==> config.mk <==
export PLATFORM = sky130hd
export DESIGN_NAME = cache_line_update
export DESIGN_NICKNAME = d
export VERILOG_FILES = /design/src/design/cache_pkg.sv /design/src/design/cache_line_update.sv
export VERILOG_INCLUDE_DIRS = /design/src /design/src/design
export SDC_FILE = /design/constraint.sdc
export NUM_CORES = 1
export LEC_CHECK = 0
export CAP_MARGIN = 5
export CORE_AREA = 2 2 187 189
export DETAILED_ROUTE_END_ITERATION = 16
export DIE_AREA = 0 0 189 191
export DONT_BUFFER_PORTS = 1
export SYNTH_ARGS = -nofsm -noshare
export SYNTH_HDL_FRONTEND = slang
export SYNTH_SLANG_ARGS = --single-unit
==> constraint.sdc <==
create_clock -name vclk -period 3.8
set_clock_uncertainty 0.2 [all_clocks]
set_input_delay 1.14 -clock vclk [all_inputs]
set_output_delay 1.14 -clock vclk [all_outputs]
set_load 0.01 [all_outputs]
==> src/design/cache_settings.svh <==
`ifndef CACHE_SETTINGS_SVH
`define CACHE_SETTINGS_SVH

////////////////////////////////////////////////////////////////////////
// Cache geometry
////////////////////////////////////////////////////////////////////////

// Base geometry of the system port and the set array
`define CACHE_BYTE_ADDR_BITS  25
`define CACHE_INDEX_BITS      8
`define CACHE_WORDS_PER_LINE  4
`define CACHE_WORD_BITS       32

// Derived widths
`define CACHE_SETS            (1 << `CACHE_INDEX_BITS)
`define CACHE_STRB_BITS       (`CACHE_WORD_BITS / 8)
`define CACHE_WORD_OFF_BITS   $clog2(`CACHE_WORDS_PER_LINE)
`define CACHE_BYTE_OFF_BITS   $clog2(`CACHE_STRB_BITS)
`define CACHE_TAG_BITS        (`CACHE_BYTE_ADDR_BITS - `CACHE_INDEX_BITS \
                               - `CACHE_WORD_OFF_BITS - `CACHE_BYTE_OFF_BITS)
`define CACHE_LINE_BITS       (`CACHE_WORDS_PER_LINE * `CACHE_WORD_BITS)

// One DDR access moves a whole line, so memory is addressed by line
`define CACHE_MEM_ADDR_BITS   (`CACHE_TAG_BITS + `CACHE_INDEX_BITS)

`endif

==> src/design/cache_pkg.sv <==
`include "cache_settings.svh"

package cache_pkg;

    // Byte address as seen by the cache, MSB first
    typedef struct packed {
        logic [`CACHE_TAG_BITS-1:0]      tag;
        logic [`CACHE_INDEX_BITS-1:0]    index;
        logic [`CACHE_WORD_OFF_BITS-1:0] word;
        logic [`CACHE_BYTE_OFF_BITS-1:0] byte_off;
    } cache_addr_t;

    // System request, all-zero strobes means a read
    typedef struct packed {
        cache_addr_t                 addr;
        logic [`CACHE_WORD_BITS-1:0] wdata;
        logic [`CACHE_STRB_BITS-1:0] wstrb;
    } cache_req_t;

    // Stored line with its status bits
    typedef struct packed {
        logic                        lru;
        logic                        valid;
        logic                        dirty;
        logic [`CACHE_TAG_BITS-1:0]  tag;
        logic [`CACHE_LINE_BITS-1:0] data;
    } cache_line_t;

    // Line-wide DDR request
    typedef struct packed {
        logic [`CACHE_MEM_ADDR_BITS-1:0] addr;
        logic [`CACHE_LINE_BITS-1:0]     wdata;
        logic                            write;
    } mem_req_t;

    // Source of the line written back into a way
    typedef enum logic [1:0] {
        WB_MERGE  = 2'd0,
        WB_REFILL = 2'd1,
        WB_CLEAR  = 2'd2
    } wb_src_e;

endpackage

==> src/design/cache_line_update.sv <==
`timescale 1ns/1ps
`include "cache_settings.svh"

module cache_line_update #(
    parameter int WAY_ID = 0
) (
    input  cache_pkg::wb_src_e           mode,
    input  cache_pkg::cache_req_t        req,
    input  cache_pkg::cache_line_t       own_line,
    input  logic                         other_lru,
    input  logic [`CACHE_LINE_BITS-1:0]  mem_rdata,
    output cache_pkg::cache_line_t       new_line
);

    localparam int WORD_BITS = `CACHE_WORD_BITS;
    localparam int STRB_BITS = `CACHE_STRB_BITS;

    ////////////////////////////////////////////////////////////////////////
    // LRU encoding
    ////////////////////////////////////////////////////////////////////////

    // Way 0 is newer when both bits match, way 1 when they differ.
    // To become newest, way 0 copies the other bit and way 1 inverts it
    logic newest_lru;

    assign newest_lru = (WAY_ID == 0) ? other_lru : !other_lru;

    // Strobed bytes overlaid on the addressed word
    logic [`CACHE_LINE_BITS-1:0] merged_data;

    always_comb begin
        merged_data = own_line.data;
        for (int b = 0; b < STRB_BITS; b++) begin
            if (req.wstrb[b]) begin
                merged_data[req.addr.word * WORD_BITS + b * 8 +: 8] = req.wdata[b * 8 +: 8];
            end
        end
    end

    ////////////////////////////////////////////////////////////////////////
    // Next line select
    ////////////////////////////////////////////////////////////////////////

    always_comb begin
        case (mode)
            cache_pkg::WB_MERGE: begin
                // Read hits also come through here, only valid and LRU move
                new_line       = own_line;
                new_line.data  = merged_data;
                new_line.valid = 1'b1;
                new_line.dirty = own_line.dirty || (req.wstrb != '0);
                new_line.lru   = newest_lru;
            end
            cache_pkg::WB_REFILL: begin
                new_line.lru   = newest_lru;
                new_line.valid = 1'b1;
                new_line.dirty = 1'b0;
                new_line.tag   = req.addr.tag;
                new_line.data  = mem_rdata;
            end
            default: begin
                // Fully zeroed, LRU included, so the sweep leaves a known order
                new_line = '0;
            end
        endcase
    end

endmodule

# ---- After elaboration in Yosys (flattened, before gate mapping)
# Index checks and enable logic that the tools add are counted.
dict set report totals {
  ff_bits 0
  word_cells 28
}
dict set report op_classes {
  n_addsub 7
  n_eq_ne 1
  shift 8
  mux 9
  n_reduce_logical 3
}
# operator n
set ops {}
lappend ops {{$bwmux W128} 4}
lappend ops {{$mux W128} 4}
lappend ops {{$shift A8 B34 Y128 const A} 4}
lappend ops {{$shiftx A8 B34 Y128} 4}
lappend ops {{$pmux W144 S2} 1}
lappend ops {{$neg A8 Y34} 3}
lappend ops {{$neg A7 Y34} 1}
lappend ops {{$add A7 B5 Y8 const B} 2}
lappend ops {{$add A7 B4 Y8 const B} 1}
lappend ops {{$reduce_bool A4 Y1} 1}
lappend ops {{$eq A2 B1 Y1 const B} 1}
lappend ops {{$logic_not A2 Y1} 1}
lappend ops {{$logic_or A1 B1 Y1} 1}

# ---- Longest topological paths before layout
# Gate-level depths: netlist of run 1.
dict set report depth {
  word_depth 11
  ltp_mapped 8
  depth_no_buf 5
}

# ---- Least setup slack after synthesis of run 1
# OpenSTA, ideal clock, no wires.
dict set report synth_timing {
  kind {input port to output port}
  start {input req[38] (netlist bit)}
  end {output new_line[32] (netlist bit)}
  t_arrival_ns 2.512
  slack_ns -0.052
  cell_stages 8
  path_buffers 3
  path_cell_list {buf_2 > inv_1 > ha_1 > buf_2 > and4bb_2 > and4_1 > buf_2 > o2bb2ai_1}
}
# item line
set synth_rtl {}
lappend synth_rtl {{start: declaration} cache_line_update.sv:8} ;# input cache_pkg::cache_req_t req,
lappend synth_rtl {{end: declaration} cache_line_update.sv:12} ;# output cache_pkg::cache_line_t new_line

==> metrics list, run 1 <==
- Status: complete, but fails checks
- The final reports fail on negative setup slack.
- Row count: about 70
* Count of final max-slew check failures: 0
- Critical path arrival: roughly 2.5 ns
- Per-instance average area after synthesis: between 7 and 8 sq um
- Initial detailed-routing violation count: 283
- Via count of the first global-routing pass: 3880
* Horizontal extent of the die: between 150 and 200 um
- The first detailed-routing pass ran for 4 iterations.
* Area fraction of the dominant cell type after synthesis: between 20 and 30%
* Leading post-synthesis cells by cell area: sky130_fd_sc_hd__a221o_1, sky130_fd_sc_hd__nor2_1, sky130_fd_sc_hd__nor2b_1
- Achievable Freq: 262 MHz
* Path category of the worst min-delay check: input port to output pin
- Count of synthesis-stage warnings from yosys: 0
- Count of clock-net buffers in the final layout: 0
- Setup slack on the critical path of the routed design comes to -0.0168 ns.
- The clock network burns 0% of the power.
* Placer congestion estimate: 0.935
- Summed over all layers, the global routing overflow is 0.
- In this run the static leakage power is about 1.3 nW.
* Maximum number of pins on one net before global-route repair: 108
- Count of input and output buffers: 0
- Cell internal power was estimated by the tool at approximately 0.18 mW.
* Max_cap viols: 0
- Summing over every cut layer, the via total after detailed routing is around 4.4k.
- Cell type contributing the most total cell area after synthesis: sky130_fd_sc_hd__a221o_1
- Initial standard-cell utilization of the core: under 10%
- Fill cells in the final layout number around 3.9k.
- During I/O placement, the number of pins put on the boundary was between 400 and 500.
- Power density cells: 96.0 nW/um^2
- Relative to the synthesized area, the layout overhead comes to 34.6%.
* Die H: approximately 190 um
* Worst vdd ir: about 0.024 mV
- Sequential Power Share: 0%
* Final setup fails: 6
- Hold slack: roughly 2.1 ns
- In the final design database the tool counted 795 nets.
* Cell count after synthesis: 450
- STA classifies the critical path startpoint as an input port.
* Clock period minus worst slack: 3.82 ns
* Die Outline Area: about 36000 sq um
* Routed wirelength normalized by instance count: ~27 um
- Switching portion of total power: 57.5%
- The final-report hold violation count is 0.
* Count of unresolved DRC violations after routing: 0
- Combined area of the multi-input logic cells: ~3200 sq um
- Slew at the pin with the worst max-slew slack: between 0.4 and 0.5 ns
- After detailed routing, the number of vias per cell comes to roughly 4.8.
* Period utilization: 100%
* Sequential element share of the synthesized area: 0%
- Number of nets produced by synthesis: a little under 800
- Unrepaired setup endpoints after global routing: yes
- Part of the total power dissipated in combinational logic: between 90% and 100%
* Half-perimeter wire length after placement: slightly below 20000 um
* Kind of critical path: input port to output pin
- Count of antenna-violating nets left after detailed routing: 0
- Core outline area: 34100 sq um
* Flip-flop and latch area: 0 sq um
- Worst EP required: about 2.5 ns
* Net Sw Power: 0.241 mW
- Measured against its own limit, the worst slew margin works out to 67.4%.
- For this block, the routed nets add up to approximately 24000 um of wire.
* Fraction of layout cells with a size suffix above 1: 22.1%
- Across every metal layer, demand over resource in global routing totals 11.9%.
* Critical Path Sink Type: output pin
- Sequential cell count of the final layout: 0
- Global-route wire length before repair: just over 30000 um
- Mapped Area: between 3000 and 4000 sq um
- After synthesis, the netlist uses 36 different library cells.
- The initial antenna violation count was 2.
- Before CTS, the worst setup slack after placement is -0.164 ns.
- In this run the worst path has a maximum fanout of 17.
## cell usage after synthesis
library cell	number
sky130_fd_sc_hd__or2_4	1
sky130_fd_sc_hd__buf_4	5
sky130_fd_sc_hd__and4bb_2	4
sky130_fd_sc_hd__nor4b_1	1
sky130_fd_sc_hd__nor4bb_1	1
sky130_fd_sc_hd__nand2_1	18
sky130_fd_sc_hd__o22ai_1	8
sky130_fd_sc_hd__a21oi_4	9
sky130_fd_sc_hd__nand4b_1	6
sky130_fd_sc_hd__a221o_1	96
sky130_fd_sc_hd__buf_6	6
sky130_fd_sc_hd__nand3b_1	6
sky130_fd_sc_hd__or3b_1	22
sky130_fd_sc_hd__nand4_1	4
sky130_fd_sc_hd__inv_1	2
sky130_fd_sc_hd__buf_1	2
sky130_fd_sc_hd__and3_1	9
sky130_fd_sc_hd__clkbuf_1	9
sky130_fd_sc_hd__and4b_1	1
sky130_fd_sc_hd__o2bb2ai_1	16
sky130_fd_sc_hd__and4_1	1
sky130_fd_sc_hd__nand3_1	8
sky130_fd_sc_hd__mux2i_1	13
sky130_fd_sc_hd__a21oi_2	3
sky130_fd_sc_hd__nor2_1	87
sky130_fd_sc_hd__nor2b_1	44
sky130_fd_sc_hd__ha_1	5
sky130_fd_sc_hd__clkbuf_2	3
sky130_fd_sc_hd__clkinv_1	1
sky130_fd_sc_hd__nor3_1	1
sky130_fd_sc_hd__a21oi_1	3
sky130_fd_sc_hd__a31oi_1	6
sky130_fd_sc_hd__nor3b_1	1
sky130_fd_sc_hd__buf_2	20
sky130_fd_sc_hd__or3b_2	2
sky130_fd_sc_hd__a22oi_1	26
## critical path, cell delays in order
cell and delay, ns:
sky130_fd_sc_hd__clkinvlp_4 0.11, sky130_fd_sc_hd__ha_4 0.19, sky130_fd_sc_hd__buf_12 0.14, sky130_fd_sc_hd__nor4b_2 0.27, sky130_fd_sc_hd__nand3_1 0.17, sky130_fd_sc_hd__buf_6 0.17, sky130_fd_sc_hd__o22ai_1 0.12, sky130_fd_sc_hd__buf_4 0.15
## area by class of cell
cell class                      instances  share of cell area, %
Antenna cell                            3                  0.172
Inverter                                3                  0.430
Multi-Input combinational cell        402                   73.4
Tap cell                              455                   13.0
Timing Repair Buffer                   47                   12.9
## power groups by stage
| stage | clock network [mW] | logic (mW) | registers, mW |
|---|---|---|---|
| 6_report | 0.000000107 | 0.419 | 0 |
| 2_1_floorplan | 0 | 0.324 | 0 |
| 3_5_place_dp | 0 | 0.405 | 0 |
| 3_3_place_gp | 0 | 0.403 | 0 |
| 4_1_cts | 0 | 0.410 | 0 |
| 5_1_grt | 0.0000000352 | 0.446 | 0 |
## worst paths after layout
path / cells after the start / slack [ns] / end / start
max: 8 / -0.02 / new_line[68] / req[38]
min: 1 / 2.14 / new_line[143] / mode[1]
## cell usage in the layout (no fill, tap or decap), types with 3 or more instances in the layout
cell type / synthesis / final
sky130_fd_sc_hd__a22oi_1: 26 / 26
sky130_fd_sc_hd__o22ai_1: 8 / 7
sky130_fd_sc_hd__a21oi_4: 9 / 11
sky130_fd_sc_hd__a31oi_2: 0 / 3
sky130_fd_sc_hd__diode_2: 0 / 3
sky130_fd_sc_hd__or3b_1: 22 / 22
sky130_fd_sc_hd__and3_1: 9 / 9
sky130_fd_sc_hd__nor2_1: 87 / 87
sky130_fd_sc_hd__nand2_1: 18 / 17
sky130_fd_sc_hd__nand3b_1: 6 / 6
sky130_fd_sc_hd__buf_4: 5 / 28
sky130_fd_sc_hd__mux2i_1: 13 / 13
sky130_fd_sc_hd__a21oi_2: 3 / 3
sky130_fd_sc_hd__buf_6: 6 / 3
sky130_fd_sc_hd__nor2b_1: 44 / 43
sky130_fd_sc_hd__nand4b_1: 6 / 6
sky130_fd_sc_hd__o2bb2ai_2: 0 / 16
sky130_fd_sc_hd__nand3_1: 8 / 7
sky130_fd_sc_hd__nand4_1: 4 / 4
sky130_fd_sc_hd__a221o_1: 96 / 96
sky130_fd_sc_hd__buf_12: 0 / 16
## per-stage QoR
step / TNS [ns] / cell area [sq um] / power (mW) / cells / util, %
2_1_floorplan: -0.00638 / 3360 / 0.324 / 450 / -
3_3_place_gp: -1.39 / 4190 / 0.403 / 906 / 12.3
3_5_place_dp: -2.74 / 4190 / 0.405 / 906 / 12.3
4_1_cts: -0.118 / 4240 / 0.410 / 906 / 12.4
5_1_grt: -2.63 / 4360 / 0.446 / 908 / 12.8
6_report: -0.0483 / 4370 / 0.419 / 910 / 12.8
## repair_timing
item                                    CTS  global route
buffers inserted                          0             1
pin swaps                                 0             6
gates resized for setup                   8            19
hold buffers                              0             0
endpoints found under the setup margin   47            31
## metal layers
metal | global-route usage (%) | wire length [um] | share of wire, %
met5 | 0 | 0 | 0
met4 | 1.92 | 334 | 1.4
met3 | 3.23 | 2310 | 9.4
met2 | 19.9 | 12000 | 49
met1 | 15.4 | 9780 | 40
## kinds of logic after synthesis
logic type                 count (synthesis)  synth area share (%)
adders and majority gates                  5                  1.93
buffers and inverters                     48                  8.41
and+or+nand+nor                          217                  37.2
muxes                                     13                  4.01
AOI/OAI and AO/OA                        167                  48.4
No activity file was read; power rests on OpenSTA's default activity.
==> run 2, diff against run 1 <==
REMOVE_ABC_BUFFERS = 1   (was unset)
==> run 2 against run 1 <==
  * The run still ends with negative setup slack left
  * Maximum frequency up 0.32%
  * Sequential share of layout area unchanged
  * First-iteration DRC count down 21%
  * Total power down 4.1%
  * Non-clock buffer count up 16
  * Flip-flop and latch count unchanged
  * Core utilization down 0.48 points
  * Clock-buffer cell count unchanged
  * Design area down 3.8%
  * Die area unchanged
  * Routed wire length down 4.4%
  * Hold slack worse by 0.00075 ns
  * Critical endpoint is now new_line[102]
  * Highest routed layer unchanged
==> metrics list, run 2 (synthesis gave the netlist of run 1 again) <==
- Status: complete, but fails checks
- Failing checks: negative setup slack
- VDD sags by at most roughly 0.025 mV.
- Measured on the finished design, the core utilization comes to about an eighth.
* Overall fraction of global-route tracks in use: 11.3%
- Fraction of layout cells with a size suffix above 1: about a fifth
* Most frequent cells in the layout: sky130_fd_sc_hd__a221o_1, sky130_fd_sc_hd__nor2_1, sky130_fd_sc_hd__buf_4
- Total buffers and inverters traversed by the critical path: 3
- The via count of the first global-routing pass is approximately 4k.
- Clock power frac: 0%
- In this run the tightest slew margin relative to its limit is about 63%.
- After routing the design area is 4200 sq um.
- Count of final max-slew check failures: 0
- The detailed router finished its first iteration with between 200 and 250 violations.
- Of all nets on the critical path, the largest fanout is 17.
- Path category of the worst min-delay check: input port to output pin
- Critical-path cell with the highest stage delay: sky130_fd_sc_hd__and4bb_2
* Worst EP required: 2.46 ns
- For the pin with the worst max-slew slack, the measured transition is ~0.56 ns.
- The worst setup path is launched from an input port.
- Worst-case setup slack after placement: -0.0712 ns
- The net count of the finished layout is 811.
- In this run, the combinational gates consume 100.0% of the power.
* Half-perimeter wire length after placement: 19200 um
- Max_cap viols: 0
- Average via count per standard cell: 4.75
- Sequential Power Share: 0%
* Horizontal extent of the die: between 150 and 200 um
- Series of cell instances along the critical path: inv_1 > buf_4 > ha_1 > and4bb_2 > and4b_1 > buf_12 > o2bb2ai_1
- Critical path arrival: between 2 and 2.5 ns
- Power consumption: approximately 0.4 mW
- Period utilization: 100%
* Leakage power figure: approximately 1.3 nW
* Count of antenna-violating nets left after detailed routing: 0
- After detailed routing, the total wire length is 23400 um.
- The floorplan step defined a die boundary enclosing between 30000 and 40000 sq um.
- Row generation in the floorplan step produced between 60 and 70 rows.
* Internal power: ~0.17 mW
* Flip-flop and latch area: 0 sq um
- Vias: roughly 4.4k
* Kind of critical path: input port to output pin
- Net switching is between 50 and 60% of the power.
- The smallest clock period supported by the final layout is computed as approximately 3.8 ns.
- Core outline area: 34100 sq um
* Post-Place Cell Area: ~4000 sq um
- Unrepaired setup endpoints after global routing: yes
* Final Hold Vio Count: 0
* Die H: about 190 um
* Most common cell after layout, fill and taps aside: sky130_fd_sc_hd__a221o_1
- Layout-stage area growth over the synthesis result: 29.6%
- Placer congestion estimate: 0.926
- The initial antenna violation count was 3.
- Critical Path Sink Type: output pin
- Worst path setup slack after routing: -0.00451 ns
- Count of clock-net buffers in the final layout: 0
* Achievable Freq: 263 MHz
- For this design the top-level I/O count stands at 480.
- Post-Route Setup TNS: -0.00451 ns
- Hold Path End: new_line[135]
* Power density cells: 95.6 nW/um^2
- Residual overflow from global routing: 0
- Along the worst hold path, the cell count comes to 1.
- Dividing the detail-routed wire length by the instance count gives about 25 um.
- The first global-routing pass estimated 29500 um of wire.
* Net Sw Power: about 0.23 mW
- Pre-antenna DRT Iters: 4
- Setup violations remaining at the end of the flow were counted as 1.
- Cell family with most CP delay: simple AND/OR/NAND/NOR gates
- Maximum number of pins on one net before global-route repair: between 100 and 150
- In this design, the stage delay of the slowest critical-path cell is 0.32 ns.
- The startpoint identified for the worst hold timing path is mode[1].
- In this run the tool buffered the top-level ports with 0 buffer cells.
- Count of unresolved DRC violations after routing: 0
- The design has 0 sequential cells.
- Initial standard-cell utilization of the core: about a tenth
-- run 2: cell types whose count changed in the layout (fill, tap and decap cells not counted), sizes merged --
cell,before,now
diode,3,2
clkinvlp,2,0
buf,47,63
inv,0,2
-- run 2: how the worst max path moves through the flow --
stage / from / endpoint / slack, ns / cells past startpoint
final: req[38] / new_line[102] / -0.005 / 7
after global routing: req[38] / new_line[98] / -0.05 / 7
after CTS: req[38] / new_line[1] / 0.0002 / 8
after detailed placement: req[38] / new_line[38] / -0.07 / 6
after global placement: req[38] / new_line[39] / -0.06 / 6
after floorplan: mode[1] / new_line[104] / -2.41 / 2
-- run 2: power groups by stage --
| stage | clock network, mW | registers (mW) | logic, mW |
|---|---|---|---|
| 3_5_place_dp | 0 | 0 | 0.388 |
| 2_1_floorplan | 0 | 0 | 0.272 |
| 4_1_cts | 0 | 0 | 0.390 |
| 5_1_grt | 0.0000000710 | 0 | 0.428 |
| 3_3_place_gp | 0 | 0 | 0.383 |
| 6_report | 0.0000000711 | 0 | 0.402 |
-- run 2: layer usage --
| metal | up-vias | track usage, % | part of all wire [%] |
|---|---|---|---|
| met2 | 374 | 20.6 | 50 |
| met1 | 2112 | 14.2 | 41 |
| met5 | - | 0 | 0 |
| met4 | 0 | 2.52 | 2.1 |
| li1 | 1870 | - | - |
| met3 | 34 | 1.29 | 7.0 |
-- run 2: per-stage QoR --
stage                     hold slack, ns  cells
after floorplan                     2.12    405
after global placement              2.14    920
after detailed placement            2.13    920
after CTS                           2.13    920
after global routing                2.14    925
final                               2.14    925
-- run 2: repair_timing --
item                       CTS  global route
hold endpoints to repair     0             0
setup endpoints to repair   17            57
resized for setup            3            14
setup buffers                0             3
pin swaps                    1             8
hold buffers                 0             0
-- run 2: layout make-up --
cell class | count | area, sq um
antenna | 2 | 5.00
fill | 3924 | 29900
inverter | 3 | 11.3
multi-input combinational | 402 | 3050
tap | 455 | 569
timing repair buffer | 63 | 568
==> run 3, diff against run 2 <==
==> constraint.sdc (replaced) <==
create_clock -name vclk -period 3.8
set_clock_uncertainty 0.2 [all_clocks]
set_input_delay 0.76 -clock vclk [all_inputs]
set_output_delay 0.76 -clock vclk [all_outputs]
set_load 0.01 [all_outputs]
==> run 3 against run 2 <==
  * The flow now finishes without violations
  * Design area down 11%
  * Routed wire length decreased by 0.89%
  * Die area unchanged
  * Global-route usage about the same
  * Hold slack got worse by 0.76 ns
  * First-iteration DRC count grew 9.4%
  * Combinational power down 11%
  * Total power shrank 11%
  * Critical endpoint is now new_line[66]
  * Largest cell class unchanged
==> metrics list, run 3 (synthesis gave the netlist of run 1 again) <==
- Status: finished, final reports clean
* Post-CTS setup buffer count: 0
* Horizontal extent of the die: approximately 190 um
- Critical-path cell with the highest stage delay: sky130_fd_sc_hd__nand3_1
- The initial utilization of the core area, before any placement, comes to a little under a tenth.
- Count of final max-slew check failures: 0
- The largest single stage delay on the critical path is about 0.48 ns.
* Period utilization: 91.3%
- In this run the remaining antenna-violating nets after routing total 0.
* Leakage power figure: between 1 and 1.5 nW
* Worst slew margin: approximately 51%
* Maximum fanout count along the critical path: 17
* CTS Hold Bufs: 0
- The floorplan step set the die height to 191 um.
- Net total in the final layout: 771
- The post-route netlist has approximately 10% of its cells at a drive strength greater than 1.
- For the worst setup path, the data required time is ~2.8 ns.
* Initial detailed-routing violation count: about 250
- Global routing used 11.3% of the available tracks.
* Global-route wire length before repair: roughly 29000 um
* Vias: about 4.3k
* Count of input and output buffers: 0
* Power consumption: 0.356 mW
- Flip-flop and latch area: 0 sq um
- Derived from the worst setup path, the maximum achievable clock frequency is roughly 290 MHz.
- Summed over all layers, the routed wires come to around 23000 um.
- Worst vdd ir: between 0.02 and 0.025 mV
- Post-Route Setup TNS: 0 ns
- Path category of the worst min-delay check: input port to output pin
- Pre-antenna DRT Iters: 5
- There are 0 flip-flops and latches.
- The worst path meets setup with approximately 0.33 ns of slack.
- In this run the power density over the cells is approximately 95 nW/um^2.
- STA classifies the critical path endpoint as an output pin.
- For the worst setup path, the data arrival time is roughly 2.5 ns.
* Row count: 68
* Average via count per standard cell: slightly below 5
* Core outline area: ~34000 sq um
* Area of all placed cells without fillers: between 3000 and 4000 sq um
- Filler cells: 3947
- Unrepaired setup endpoints after global routing: no
- Traced cell by cell, the critical path runs through inv_1 > ha_1 > nor4b_1 > nand3_1 > o22ai_1.
* Slew at the pin with the worst max-slew slack: roughly 0.74 ns
- Placer congestion estimate: roughly 0.92
* Routed wirelength normalized by instance count: 26.2 um
- Element type at the critical path start: input port
- Count of pins on the block boundary: 480
- The tightest hold path in the finished design has a slack of 1.38 ns.
- Entering global routing, the biggest net connects around 110 pins.
- Count of unresolved DRC violations after routing: 0
- The floorplan step defined a die boundary enclosing 36100 sq um.
- Leaving out fill and tap cells, the most frequent cell in the layout is sky130_fd_sc_hd__a221o_1.
- The worst path in the final design needs a cycle of approximately 3.5 ns, including I/O delays and setup.
- Relative to the synthesized area, the layout overhead comes to 15.6%.
- Count of clock-net buffers in the final layout: 0
- Setup violations remaining at the end of the flow were counted as 0.
- Initial antenna violation count: 3
- The tool flagged a number of max-cap violations equal to 0.
- The via count of the first global-routing pass was ~3.8k.
* Residual overflow from global routing: 0
- In this run the cell area measured after placement is approximately 3700 sq um.
- The setup path with the least slack is of type input port to output pin.
* Final Hold Vio Count: 0
- Worst-case setup slack after placement: around 0.38 ns
- Most frequent cells in the layout: sky130_fd_sc_hd__a221o_1, sky130_fd_sc_hd__nor2_1, sky130_fd_sc_hd__nor2b_1
* Resize count post-CTS: 0
- Half-perimeter wire length after placement: around 19000 um
## run 3: final timing paths
path / start / endpoint / cells past startpoint
setup / recovery: req[38] / new_line[66] / 5
hold / removal: mode[1] / new_line[135] / 1
## run 3: power by group
part | internal, mW | switching (mW)
Combinational | 0.140 | 0.217
Sequential | 0 | 0
Clock | 0.0000000825 | 0
Total | 0.140 | 0.217
## run 3: cell type report
cell class	instances	area [sq um]	share of cell area (%)
Multi-Input combinational cell	402	2980	79.4
Inverter	3	11.3	0.300
Tap cell	455	569	15.2
Timing Repair Buffer	23	185	4.94
Antenna cell	2	5.00	0.133
## run 3: through the flow
step	instances	utilization, %
after floorplan	405	-
after CTS	883	11.0
final	885	11.0
after global routing	884	11.0
after global placement	883	11.0
after detailed placement	883	11.0
## run 3: critical path, delay by kind of cell
family / cells / cell delay, ns
AO/OA/AOI/OAI: 1 / 0.47
adder cells (fa/ha/maj): 1 / 0.38
buffers and inverters: 1 / 0.05
AND/OR/NAND/NOR: 2 / 0.83
## run 3: metal layers
layer | GRT usage [%] | vias to the layer above | wire length, um
met4 | 1.92 | 4 | 403
met3 | 0.991 | 31 | 1620
met5 | 0 | - | 26
li1 | - | 1788 | -
met1 | 14.3 | 2033 | 9420
met2 | 21.0 | 394 | 11700
